File: src/verilog/csr_consts.svh
`ifndef CSR_CONSTS_SVH
`define CSR_CONSTS_SVH

// Machine-mode CSR addresses.
`define CSR_ADDR_MSTATUS    12'h300
`define CSR_ADDR_MISA       12'h301
`define CSR_ADDR_MIE        12'h304
`define CSR_ADDR_MTVEC      12'h305
`define CSR_ADDR_MSCRATCH   12'h340
`define CSR_ADDR_MEPC       12'h341
`define CSR_ADDR_MCAUSE     12'h342
`define CSR_ADDR_MIP        12'h344
`define CSR_ADDR_MVENDORID  12'hF11
`define CSR_ADDR_MHARTID    12'hF14

// Fixed and reset values. RV32I with MXL = 1.
`define CSR_MISA_VALUE      32'h4000_0100
`define CSR_MVENDORID_VALUE 32'h0000_0000
`define CSR_MHARTID_VALUE   32'h0000_0000
`define CSR_MTVEC_RESET     32'h0000_0100

// Write modes as encoded in funct3[1:0].
`define CSR_WMODE_NONE      2'b00
`define CSR_WMODE_WRITE     2'b01
`define CSR_WMODE_SET       2'b10
`define CSR_WMODE_CLEAR     2'b11

// Status bits and machine interrupt lines.
`define MSTATUS_MIE_BIT     3
`define MSTATUS_MPIE_BIT    7
`define IRQ_MSI             3
`define IRQ_MTI             7
`define IRQ_MEI             11
`define CSR_IRQ_MASK        32'h0000_0888

`endif

File: src/verilog/csr_types_pkg.sv
package csr_types_pkg;

    // Twelve-bit CSR address from the instruction immediate.
    // Bits 11:10 mark read-only space, bits 9:8 the minimum privilege.
    typedef logic [11:0] csr_addr_t;

    // One CSR data word.
    // Also used for the rs1 / uimm operand of the access.
    typedef logic [31:0] csr_data_t;

    // Write mode.
    // 01 is write, 10 is set, 11 is clear.
    // 00 means no access and never reaches the unit.
    typedef logic [1:0] csr_wmode_t;

    // Privilege level of the hart.
    // Only user and machine exist here.
    typedef enum logic [1:0] {
        priv_user    = 2'd0,
        priv_machine = 2'd3
    } priv_t;

    // Supervisor encoding (1) is left out on purpose
    // since this hart has no S-mode.
    // Any address with bits 9:8 = 1 or 2 still decodes as not existing,
    // so the value never leaks into a legality check.

endpackage

File: src/verilog/trap_types_pkg.sv
package trap_types_pkg;

    // Exception or interrupt code.
    // Four bits cover all machine-mode causes used here.
    typedef logic [3:0] trap_cause_t;

    // Exception program counter, bits 31:2.
    // Instructions are word aligned, so the low bits are not stored.
    typedef logic [31:2] epc_t;

    // Trap vector address, bits 31:2.
    // Vectored mode adds the cause to this word address.
    typedef logic [31:2] tvec_t;

    // One bit per interrupt line.
    // Same layout as mip and mie.
    typedef logic [31:0] irq_mask_t;

    // Only MSI, MTI and MEI are implemented.
    // Other bits read as zero in both mie and mip,
    // since the mask in the consts header strips them.

endpackage
File: src/verilog/csr_access_seq.sv
`timescale 1ns/1ps
`include "csr_consts.svh"

module csr_access_seq (
    input  logic                       clk,
    input  logic                       arst_n,
    // Request from the core as a one-cycle strobe.
    input  logic                       csr_req,
    input  csr_types_pkg::csr_addr_t   csr_addr,
    input  csr_types_pkg::csr_wmode_t  csr_wmode,
    input  csr_types_pkg::csr_data_t   csr_wmask,
    input  logic                       csr_src_zero,
    input  csr_types_pkg::priv_t       cur_priv,
    // Zero-latency lookup into the register file.
    output csr_types_pkg::csr_addr_t   lk_addr,
    input  logic                       lk_exists,
    input  logic                       lk_rdonly,
    input  csr_types_pkg::priv_t       lk_priv,
    input  csr_types_pkg::csr_data_t   lk_rdata,
    // Write port addressed by lk_addr.
    output logic                       wr_en,
    output csr_types_pkg::csr_data_t   wr_data,
    // Response to the core.
    output logic                       csr_done,
    output csr_types_pkg::csr_data_t   csr_rdata,
    output logic                       csr_illegal
);

    // Stage register. Only the valid bit is control state.
    logic                       req_q;
    csr_types_pkg::csr_addr_t   addr_q;
    csr_types_pkg::csr_wmode_t  wmode_q;
    csr_types_pkg::csr_data_t   wmask_q;
    logic                       src_zero_q;
    csr_types_pkg::priv_t       priv_q;

    // Check results for the staged access.
    logic                       acc_writes;
    logic                       acc_legal;

    always_ff @(posedge clk or negedge arst_n) begin
        if (!arst_n) begin
            req_q <= 1'b0;
        end else begin
            req_q <= csr_req;
        end
    end

    // Payload is captured only with a new request.
    always_ff @(posedge clk) begin
        if (csr_req) begin
            addr_q     <= csr_addr;
            wmode_q    <= csr_wmode;
            wmask_q    <= csr_wmask;
            src_zero_q <= csr_src_zero;
            priv_q     <= cur_priv;
        end
    end

    assign lk_addr = addr_q;

    // Set and clear with x0 / zero immediate are pure reads.
    // Mode 00 is excluded upstream, so anything but write hinges on src_zero.
    assign acc_writes = (wmode_q == `CSR_WMODE_WRITE) || !src_zero_q;

    // Exists, enough privilege, and no write into read-only space.
    assign acc_legal = lk_exists && (priv_q >= lk_priv) && !(acc_writes && lk_rdonly);

    assign wr_en = req_q && acc_legal && acc_writes;

    csr_write_merge u_merge (
        .wmask (wmask_q),
        .rdata (lk_rdata),
        .wmode (wmode_q),
        .wdata (wr_data)
    );

    // Response goes out at the same edge that commits the write.
    always_ff @(posedge clk or negedge arst_n) begin
        if (!arst_n) begin
            csr_done    <= 1'b0;
            csr_illegal <= 1'b0;
        end else begin
            csr_done    <= req_q;
            csr_illegal <= req_q && !acc_legal;
        end
    end

    // Old value on a legal access, zero on an illegal one.
    always_ff @(posedge clk) begin
        if (req_q) begin
            csr_rdata <= acc_legal ? lk_rdata : '0;
        end
    end

    // The core never issues a no-access mode.
    a_req_mode: assert property (@(posedge clk) disable iff (!arst_n)
        csr_req |-> (csr_wmode != `CSR_WMODE_NONE));

    // A write must never commit the merge block's don't-care result.
    a_wr_mode: assert property (@(posedge clk) disable iff (!arst_n)
        wr_en |-> (wmode_q != `CSR_WMODE_NONE));

endmodule

File: src/verilog/csr_regfile.sv
`timescale 1ns/1ps
`include "csr_consts.svh"

module csr_regfile (
    input  logic                        clk,
    input  logic                        arst_n,
    // Lookup answered in the same cycle.
    input  csr_types_pkg::csr_addr_t    lk_addr,
    output logic                        lk_exists,
    output logic                        lk_rdonly,
    output csr_types_pkg::priv_t        lk_priv,
    output csr_types_pkg::csr_data_t    lk_rdata,
    // Write to the looked-up address.
    input  logic                        wr_en,
    input  csr_types_pkg::csr_data_t    wr_data,
    // Trap entry.
    input  logic                        trap_req,
    input  logic                        trap_irq,
    input  trap_types_pkg::epc_t        trap_epc,
    input  trap_types_pkg::trap_cause_t trap_cause,
    // Return from trap.
    input  logic                        mret_req,
    // Level-sensitive interrupt lines.
    input  trap_types_pkg::irq_mask_t   irq_pending,
    // To the core.
    output trap_types_pkg::tvec_t       trap_tvec,
    output trap_types_pkg::epc_t        ret_epc,
    output logic                        irq_take,
    output trap_types_pkg::trap_cause_t irq_cause
);

    // mstatus holds only MIE and MPIE.
    logic                         mstatus_mie;
    logic                         mstatus_mpie;
    trap_types_pkg::irq_mask_t    mie_q;
    trap_types_pkg::tvec_t        mtvec_base;
    logic                         mtvec_mode;
    csr_types_pkg::csr_data_t     mscratch_q;
    trap_types_pkg::epc_t         mepc_q;
    logic                         mcause_irq;
    trap_types_pkg::trap_cause_t  mcause_code;

    // Write strobes per register.
    logic                         wr_mstatus;
    logic                         wr_mie;
    logic                         wr_mtvec;
    logic                         wr_mscratch;
    logic                         wr_mepc;
    logic                         wr_mcause;

    // Pending lines that may actually interrupt.
    trap_types_pkg::irq_mask_t    irq_active;

    // Privilege requirement sits in the address itself.
    assign lk_priv = csr_types_pkg::priv_t'(lk_addr[9:8]);

    // Address decoder.
    always_comb begin
        lk_exists = 1'b1;
        lk_rdonly = 1'b0;
        lk_rdata  = '0;
        case (lk_addr)
            `CSR_ADDR_MSTATUS: begin
                lk_rdata[`MSTATUS_MIE_BIT]  = mstatus_mie;
                lk_rdata[`MSTATUS_MPIE_BIT] = mstatus_mpie;
            end
            `CSR_ADDR_MISA: begin
                lk_rdonly = 1'b1;
                lk_rdata  = `CSR_MISA_VALUE;
            end
            `CSR_ADDR_MIE: begin
                lk_rdata = mie_q;
            end
            `CSR_ADDR_MTVEC: begin
                lk_rdata = {mtvec_base, 1'b0, mtvec_mode};
            end
            `CSR_ADDR_MSCRATCH: begin
                lk_rdata = mscratch_q;
            end
            `CSR_ADDR_MEPC: begin
                lk_rdata = {mepc_q, 2'b00};
            end
            `CSR_ADDR_MCAUSE: begin
                lk_rdata = {mcause_irq, 27'd0, mcause_code};
            end
            `CSR_ADDR_MIP: begin
                // Pending lines are driven from outside, not by software.
                lk_rdonly = 1'b1;
                lk_rdata  = irq_pending & `CSR_IRQ_MASK;
            end
            `CSR_ADDR_MVENDORID: begin
                lk_rdonly = 1'b1;
                lk_rdata  = `CSR_MVENDORID_VALUE;
            end
            `CSR_ADDR_MHARTID: begin
                lk_rdonly = 1'b1;
                lk_rdata  = `CSR_MHARTID_VALUE;
            end
            default: begin
                lk_exists = 1'b0;
            end
        endcase
    end

    assign wr_mstatus  = wr_en && (lk_addr == `CSR_ADDR_MSTATUS);
    assign wr_mie      = wr_en && (lk_addr == `CSR_ADDR_MIE);
    assign wr_mtvec    = wr_en && (lk_addr == `CSR_ADDR_MTVEC);
    assign wr_mscratch = wr_en && (lk_addr == `CSR_ADDR_MSCRATCH);
    assign wr_mepc     = wr_en && (lk_addr == `CSR_ADDR_MEPC);
    assign wr_mcause   = wr_en && (lk_addr == `CSR_ADDR_MCAUSE);

    // Enables and vector.
    // Trap and mret never overlap a CSR write.
    always_ff @(posedge clk or negedge arst_n) begin
        if (!arst_n) begin
            mstatus_mie  <= 1'b0;
            mstatus_mpie <= 1'b0;
            mie_q        <= '0;
            mtvec_base   <= trap_types_pkg::tvec_t'(`CSR_MTVEC_RESET >> 2);
            mtvec_mode   <= 1'(`CSR_MTVEC_RESET & 32'd1);
        end else if (trap_req) begin
            // Stack the enable and mask interrupts.
            mstatus_mpie <= mstatus_mie;
            mstatus_mie  <= 1'b0;
        end else if (mret_req) begin
            mstatus_mie  <= mstatus_mpie;
            mstatus_mpie <= 1'b1;
        end else begin
            if (wr_mstatus) begin
                mstatus_mie  <= wr_data[`MSTATUS_MIE_BIT];
                mstatus_mpie <= wr_data[`MSTATUS_MPIE_BIT];
            end
            // WARL field where only implemented lines stick.
            if (wr_mie) begin
                mie_q <= wr_data & `CSR_IRQ_MASK;
            end
            // Bit 1 of mtvec is hardwired to zero.
            if (wr_mtvec) begin
                mtvec_base <= wr_data[31:2];
                mtvec_mode <= wr_data[0];
            end
        end
    end

    // Scratch, exception PC and cause.
    always_ff @(posedge clk) begin
        if (trap_req) begin
            mepc_q      <= trap_epc;
            mcause_irq  <= trap_irq;
            mcause_code <= trap_cause;
        end else begin
            if (wr_mscratch) begin
                mscratch_q <= wr_data;
            end
            if (wr_mepc) begin
                mepc_q <= wr_data[31:2];
            end
            if (wr_mcause) begin
                mcause_irq  <= wr_data[31];
                mcause_code <= wr_data[3:0];
            end
        end
    end

    // Vectored mode adds cause words to the base for interrupts only.
    assign trap_tvec = (mtvec_mode && trap_irq) ?
                       mtvec_base + trap_types_pkg::tvec_t'(trap_cause) : mtvec_base;

    assign ret_epc = mepc_q;

    assign irq_active = irq_pending & mie_q & `CSR_IRQ_MASK;
    assign irq_take   = mstatus_mie && (|irq_active);

    // External first, then software, then timer.
    always_comb begin
        if (irq_active[`IRQ_MEI]) begin
            irq_cause = trap_types_pkg::trap_cause_t'(`IRQ_MEI);
        end else if (irq_active[`IRQ_MSI]) begin
            irq_cause = trap_types_pkg::trap_cause_t'(`IRQ_MSI);
        end else if (irq_active[`IRQ_MTI]) begin
            irq_cause = trap_types_pkg::trap_cause_t'(`IRQ_MTI);
        end else begin
            irq_cause = '0;
        end
    end

    // The core sequences trap entry and return apart.
    a_trap_mret: assert property (@(posedge clk) disable iff (!arst_n)
        !(trap_req && mret_req));

    // The sequencer filters writes to read-only space.
    a_wr_rdonly: assert property (@(posedge clk) disable iff (!arst_n)
        wr_en |-> !lk_rdonly);

endmodule

File: src/verilog/csr_unit.sv
`timescale 1ns/1ps

module csr_unit (
    input  logic                        clk,
    input  logic                        arst_n,
    // CSR instruction access.
    input  logic                        csr_req,
    input  csr_types_pkg::csr_addr_t    csr_addr,
    input  csr_types_pkg::csr_wmode_t   csr_wmode,
    input  csr_types_pkg::csr_data_t    csr_wmask,
    input  logic                        csr_src_zero,
    input  csr_types_pkg::priv_t        cur_priv,
    output logic                        csr_done,
    output csr_types_pkg::csr_data_t    csr_rdata,
    output logic                        csr_illegal,
    // Trap entry and return.
    input  logic                        trap_req,
    input  logic                        trap_irq,
    input  trap_types_pkg::epc_t        trap_epc,
    input  trap_types_pkg::trap_cause_t trap_cause,
    input  logic                        mret_req,
    output trap_types_pkg::tvec_t       trap_tvec,
    output trap_types_pkg::epc_t        ret_epc,
    // Interrupt gating.
    input  trap_types_pkg::irq_mask_t   irq_pending,
    output logic                        irq_take,
    output trap_types_pkg::trap_cause_t irq_cause
);

    // Lookup and write path between sequencer and register file.
    csr_types_pkg::csr_addr_t  lk_addr;
    logic                      lk_exists;
    logic                      lk_rdonly;
    csr_types_pkg::priv_t      lk_priv;
    csr_types_pkg::csr_data_t  lk_rdata;
    logic                      wr_en;
    csr_types_pkg::csr_data_t  wr_data;

    csr_access_seq u_seq (
        .clk          (clk),
        .arst_n       (arst_n),
        .csr_req      (csr_req),
        .csr_addr     (csr_addr),
        .csr_wmode    (csr_wmode),
        .csr_wmask    (csr_wmask),
        .csr_src_zero (csr_src_zero),
        .cur_priv     (cur_priv),
        .lk_addr      (lk_addr),
        .lk_exists    (lk_exists),
        .lk_rdonly    (lk_rdonly),
        .lk_priv      (lk_priv),
        .lk_rdata     (lk_rdata),
        .wr_en        (wr_en),
        .wr_data      (wr_data),
        .csr_done     (csr_done),
        .csr_rdata    (csr_rdata),
        .csr_illegal  (csr_illegal)
    );

    csr_regfile u_regs (
        .clk         (clk),
        .arst_n      (arst_n),
        .lk_addr     (lk_addr),
        .lk_exists   (lk_exists),
        .lk_rdonly   (lk_rdonly),
        .lk_priv     (lk_priv),
        .lk_rdata    (lk_rdata),
        .wr_en       (wr_en),
        .wr_data     (wr_data),
        .trap_req    (trap_req),
        .trap_irq    (trap_irq),
        .trap_epc    (trap_epc),
        .trap_cause  (trap_cause),
        .mret_req    (mret_req),
        .irq_pending (irq_pending),
        .trap_tvec   (trap_tvec),
        .ret_epc     (ret_epc),
        .irq_take    (irq_take),
        .irq_cause   (irq_cause)
    );

endmodule

File: src/verilog/csr_write_merge.sv
`timescale 1ns/1ps
`include "csr_consts.svh"

module csr_write_merge (
    // Operand from rs1 or the zero-extended immediate.
    input  csr_types_pkg::csr_data_t  wmask,
    // Value of the CSR before the access.
    input  csr_types_pkg::csr_data_t  rdata,
    // Access mode.
    input  csr_types_pkg::csr_wmode_t wmode,
    // Value to commit.
    output csr_types_pkg::csr_data_t  wdata
);

    always_comb begin
        case (wmode)
            // Plain write takes the operand as is.
            `CSR_WMODE_WRITE: begin
                wdata = wmask;
            end
            // Set ORs the operand bits into the old value.
            `CSR_WMODE_SET: begin
                wdata = rdata | wmask;
            end
            // Clear removes the operand bits from the old value.
            `CSR_WMODE_CLEAR: begin
                wdata = rdata & ~wmask;
            end
            // No access, the result is don't-care.
            default: begin
                wdata = 'x;
            end
        endcase
    end

endmodule

File: config.mk
export PLATFORM = sky130hd
export DESIGN_NAME = csr_unit
export DESIGN_NICKNAME = d
export VERILOG_FILES = /design/src/verilog/csr_types_pkg.sv /design/src/verilog/trap_types_pkg.sv /design/src/verilog/csr_access_seq.sv /design/src/verilog/csr_regfile.sv /design/src/verilog/csr_unit.sv /design/src/verilog/csr_write_merge.sv
export VERILOG_INCLUDE_DIRS = /design/src /design/src/verilog
export SDC_FILE = /design/constraint.sdc
export NUM_CORES = 1
export LEC_CHECK = 0
export BUFFER_PORTS_ARGS = -buffer_cell sky130_fd_sc_hd__buf_2
export CAP_MARGIN = 0
export CORE_ASPECT_RATIO = 1.2
export CORE_UTILIZATION = 30
export DETAILED_ROUTE_END_ITERATION = 6
export GPL_TIMING_DRIVEN = 0
export PLACE_DENSITY_LB_ADDON = 0.08
export SLEW_MARGIN = 20
export SYNTH_ARGS = -nofsm -noshare
export SYNTH_HDL_FRONTEND = slang
export SYNTH_SLANG_ARGS = --single-unit
File: constraint.sdc
create_clock -name clk -period 12.32 [get_ports clk]
set_input_delay 1.848 -clock clk [delete_from_list [all_inputs] [get_ports clk]]
set_output_delay 1.848 -clock clk [all_outputs]
set_load 0.02 [all_outputs]
# Word-level counts from Yosys, hierarchy flattened
# Cells that the tools add are included.
word_totals:
  reg_bits: 187
  latch_bits: 0
  mem_bits_rw: 0
  rom_bits: 0
  inputBits: 121
  out_inout_bits: 99
  mem_count: 0
classes:
  add_sub_neg: 1
  multipliers: 0
  n_div: 0
  magnitude_cmp: 1
  n_eq_ne: 13
  shift: 0
  mux: 24
  n_bitwise: 6
  n_reduce_logical: 27
op_table:
  columns: ["op", "n"]
  rows:
  - ["$pmux 24 s7", 1]
  - ["$eq 12x10->1 const B", 8]
  - ["$pmux 32 s3", 1]
  - ["$mux 30", 3]
  - ["$and 32x32->32", 1]
  - ["$not 32->32", 1]
  - ["$or 32x32->32", 1]
  - ["$add 30x4->30", 1]
  - ["$eq 12x12->1 const B", 2]
  - ["$mux 4", 4]
  - ["$logic_and 1x1->1", 14]
  - ["$and 12x12->12", 1]
  - ["$pmux 3 s4", 1]
  - ["$mux 1", 10]
  - ["$reduce_or 10->1", 1]
  - ["$pmux 3 s3", 1]
  - ["$pmux 1 s7", 1]
  - ["$pmux 1 s6", 1]
  - ["$reduce_and 3->1", 2]
  - ["$eq 2x2->1 const B", 2]
  - ["$reduce_bool 2->1", 2]
  - ["$reduce_or 4->1", 1]
  - ["$logic_not 1->1", 3]
  - ["$mux 3", 1]
  - ["other kinds (7)", 8]

# Logic depth before layout (Yosys ltp)
logic_depth:
  word_depth: 12
  mapped_depth: 8

# Modules after synthesis
# From an unflattened synthesis, not the netlist that was laid out.
unflattened:
  cells_unflattened: 645
  hier_area_um2: 8946.1
by_module_without_submodules:
  columns: ["mod", "instances", "cells_per_inst", "area_per_inst_um2"]
  rows:
  - ["csr_regfile", 1, 439, 5549.1]
  - ["csr_access_seq", 1, 133, 2887.8]
  - ["csr_write_merge", 1, 73, 509.2]

# Worst setup path after synthesis
# Ideal clock, no wire load.
synth_path:
  path_kind: "input port to output port"
  startpoint: "input port trap_cause[0]"
  endpoint: "output port trap_tvec[26]"
  arrival_time_ns: 3.629
  slack_ns: 6.843
  path_stages: 8
  path_buffers: 0
  cell_sequence: "ha_1 inv_1 fa_1 nor2b_1 o21ai_0 a211o_1 nor3_1 xor2_1"
synth_via:
  elab_chain_cells: 2
synth_rtl:
  columns: ["element", "line", "rtl"]
  rows:
  - ["from (decl)", "csr_unit.sv:20", "input trap_types_pkg::trap_cause_t trap_cause,"]
  - ["$add 30x4->30", "csr_regfile.sv:167", "mtvec_base + trap_types_pkg::tvec_t'(trap_cause) : mtvec_base;"]
  - ["$mux 30", "csr_regfile.sv:166", "assign trap_tvec = (mtvec_mode && trap_irq) ?"]
  - ["to (decl)", "csr_unit.sv:22", "output trap_types_pkg::tvec_t trap_tvec,"]
# No other way between the ends.

# Worst setup path in the final report
layout_path:
  startpoint: "input port trap_cause[1]"
  endpoint: "output port trap_tvec[25]"
# Same word-level chain as after synthesis.

==> metrics.cfg <==
[run_status]
status = completed

[setup_path]
arrival_ns = 4.26
crit_type = in -> out
endpoint_kind = output port
cp_slowest_cell = a21oi_1
critPathRequiredTime_ns = 10.47
critPathMaxFanout = 10
crit_chain = buf_2 > ha_1 > a21o_1 > a21o_1 > a21oi_1 > clkbuf_1 > nor3_1 > xor2_1 > buf_2
slowest_delay_ns = 0.52
start_kind = input pin

[layout]
final_area_mm2 = 0.01149
num-fill-cells = 3155
final_nets = 1134
multi_input_area_mm2 = 0.003538
seq_area_mm2 = 0.005423
layout_commonest_cell = buf_2
mostFrequentLayoutCells = buf_2 (196), edfxtp_1 (148), nand2_1 (76)
syn2layout_area_growth_pct = 23.12
layout-drive-gt1-share = 0.2807

[yosys]
synth_ff_type = edfxtp_1
ys_async_sr_fraction = 0.2086
syn_nets = 920
synth_edf_count = 148
syn_area_per_cell_um2 = 11.79
syn_area_mm2 = 0.009335
syn_inst = 792
ys_types = 67
seq_area_frac_synth = 0.5808
yosysWarningCount = 0
ys_seq_elements = 187

[power]
p_int_uw = 1067
power.share.combinational = 0.116
power.leakage_uw = 0.004748
clock_power_share = 0.387
seqPwrFrac = 0.497
p_sw_frac = 0.2827
power_density_mw_per_mm2 = 129.5
power_uw = 1488
ir_worst_vdd_v = 0.00007643
p_switching_uw = 420.7

[sta]
clock_skew_ns = 0.01327
fin_crit_sh = 0.4957
fin_setup_tns_ns = 0
max_freq_mhz = 163.7
rsz0062_at_grt = false
slew_headroom = 0.2781
setup_slack_ns = 6.213
period_needed_ns = 6.107
tightest_slew_ns = 1.074
finalHoldViolCount = 0
slew_viol_final = 0
setup_viol = 0

[drt]
drc = 0
wl_per_cell_um = 23.08
drt-initial-drc-count = 576
drt_wl_total_um = 32680
viasPerCell = 5.171
first_pass_iters = 5
ant_nets = 0
vias = 7322

[cts]
root_buffer = clkbuf_16
cts_tree = yes
htree_levels = 4
clk_transition_reported_paths_ns = 0.08
cts_buffers = 17
clk_path_buf_depth = 2
cts_hold_buf = 0
cts.sinks = 187
cts_resized = 0
clk_latency_ns = 0.45
cts_setup_buffers = 0

[floorplanning]
die_width_um = 163.0
die_h_um = 195.2
io_pins = 220
placementRows = 70
die_area_mm2 = 0.03183
initial_core_util = 0.3054
core-area_mm2 = 0.03057

[global_routing]
grt_pass1_vias = 7208
grt_usage = 0.2083
grt_max_degree = 51
grt_pass1_wl_um = 47260
gr-total-overflow = 0
antenna_found_initial = 2

[placed_design]
hpwl_um = 24280
gp_congestion = 0.8416
preCtsSetupSlack_ns = 6.268
placed_area_mm2 = 0.01089
io_buffers = 189

[flow_run]
drv_cap = 0

[min_path]
hp-class = reg -> reg

## routing by layer
layer / track usage / part of all wire / vias up
met5: 0 / 0 / -
met4: 0.06854 / 0.023 / 0
met3: 0.03101 / 0.044 / 37
met2: 0.3415 / 0.48 / 243
met1: 0.2798 / 0.45 / 3602
li1: - / - / 3440
## critical path, delay by kind of cell
kind | cells | cell delay (ns)
fa+ha+maj | 1 | 0.29
buf+inv | 3 | 0.80
xor+xnor | 1 | 0.28
compound gates | 3 | 0.92
simple gates | 1 | 0.12
## cells in the mapped netlist, types with 9 or more instances
master / n / area share
and4_1: 20 / 0.019
nor3_1: 18 / 0.0097
inv_1: 26 / 0.010
clkbuf_1: 33 / 0.013
nand2_1: 76 / 0.031
xor2_1: 22 / 0.021
nor4_1: 19 / 0.013
and3_1: 11 / 0.0074
edfxtp_1: 148 / 0.48
mux2_1: 16 / 0.019
o21ai_0: 54 / 0.029
mux2i_1: 29 / 0.031
a21oi_1: 14 / 0.0075
o31ai_1: 29 / 0.023
nor2_1: 41 / 0.016
mux2_2: 22 / 0.027
nor3b_1: 11 / 0.0088
nand4_1: 18 / 0.012
nand3_1: 18 / 0.0097
dfrtp_1: 38 / 0.10
buf_2: 9 / 0.0048
## power by group through the flow
stage | registers, µW | clock network [µW] | logic, µW
floorplan | 758 | 0 | 82.1
global placement | 756 | 0 | 168
detailed placement | 754 | 0 | 173
CTS | 740 | 588 | 174
global route | 743 | 614 | 187
finish | 740 | 575 | 173
## registers in the layout (all words and copies together), names as in the netlist
| signal | flops |
|---|---|
| u_regs.mcause_code | 4 |
| u_regs.mcause_irq | 1 |
| u_regs.mie_q | 3 |
| u_regs.mscratch_q | 32 |
| u_regs.mstatus_mie | 1 |
| u_regs.mstatus_mpie | 1 |
| u_regs.mtvec_base | 30 |
| u_regs.mtvec_mode | 1 |
| u_regs.ret_epc | 30 |
| u_seq.csr_done | 1 |
| u_seq.csr_illegal | 1 |
| u_seq.csr_rdata | 32 |
| u_seq.lk_addr | 12 |
| u_seq.priv_q | 2 |
| u_seq.req_q | 1 |
| u_seq.src_zero_q | 1 |
| u_seq.wmask_q | 32 |
| u_seq.wmode_q | 2 |
## logic make-up after synthesis
group | synth area share
buffers and inverters | 0.04155
multiplexers | 0.07693
flip-flops | 0.5808
AO/OA/AOI/OAI | 0.09570
adder cells (fa/ha/maj) | 0.01019
XOR/XNOR | 0.02721
AND/OR/NAND/NOR | 0.1677
## path summary, 6_finish.rpt
path | startpoint | end | slack (ns) | cells past startpoint
setup / recovery | trap_cause[1] | trap_tvec[25] | 6.21 | 9
hold / removal | u_regs.mtvec_base[29] | u_regs.mtvec_base[29] | 0.48 | 2
setup reg to reg | u_seq.lk_addr[11] | u_regs.mscratch_q[24] | 8.93 | 7
hold reg to reg | u_regs.mtvec_base[29] | u_regs.mtvec_base[29] | 0.48 | 2
max in group asynchronous | arst_n | u_seq.req_q | 10.44 | 1
min in group asynchronous | arst_n | u_regs.mtvec_base[7] | 1.42 | 1
## per-stage QoR
stage	util	std cells	hold slack, ns
after global placement	0.3526	1377	0.4622
after CTS	0.3758	1415	0.4883
after detailed placement	0.3561	1383	0.4705
after floorplan	-	792	0.4498
final	0.3760	1416	0.4846
after global routing	0.3759	1415	0.5455
## final cells by class
cell class | count | share of cell area
clock inverter | 15 | 0.01546
buffer | 55 | 0.02493
tap | 396 | 0.04311
sequential | 187 | 0.4718
clock buffer | 17 | 0.03701
multi-input combinational | 523 | 0.3079
timing repair buffer | 195 | 0.09079
antenna | 1 | 0.0002177
inverter | 27 | 0.008818
Note: power is estimated with default switching activity, not from simulation.
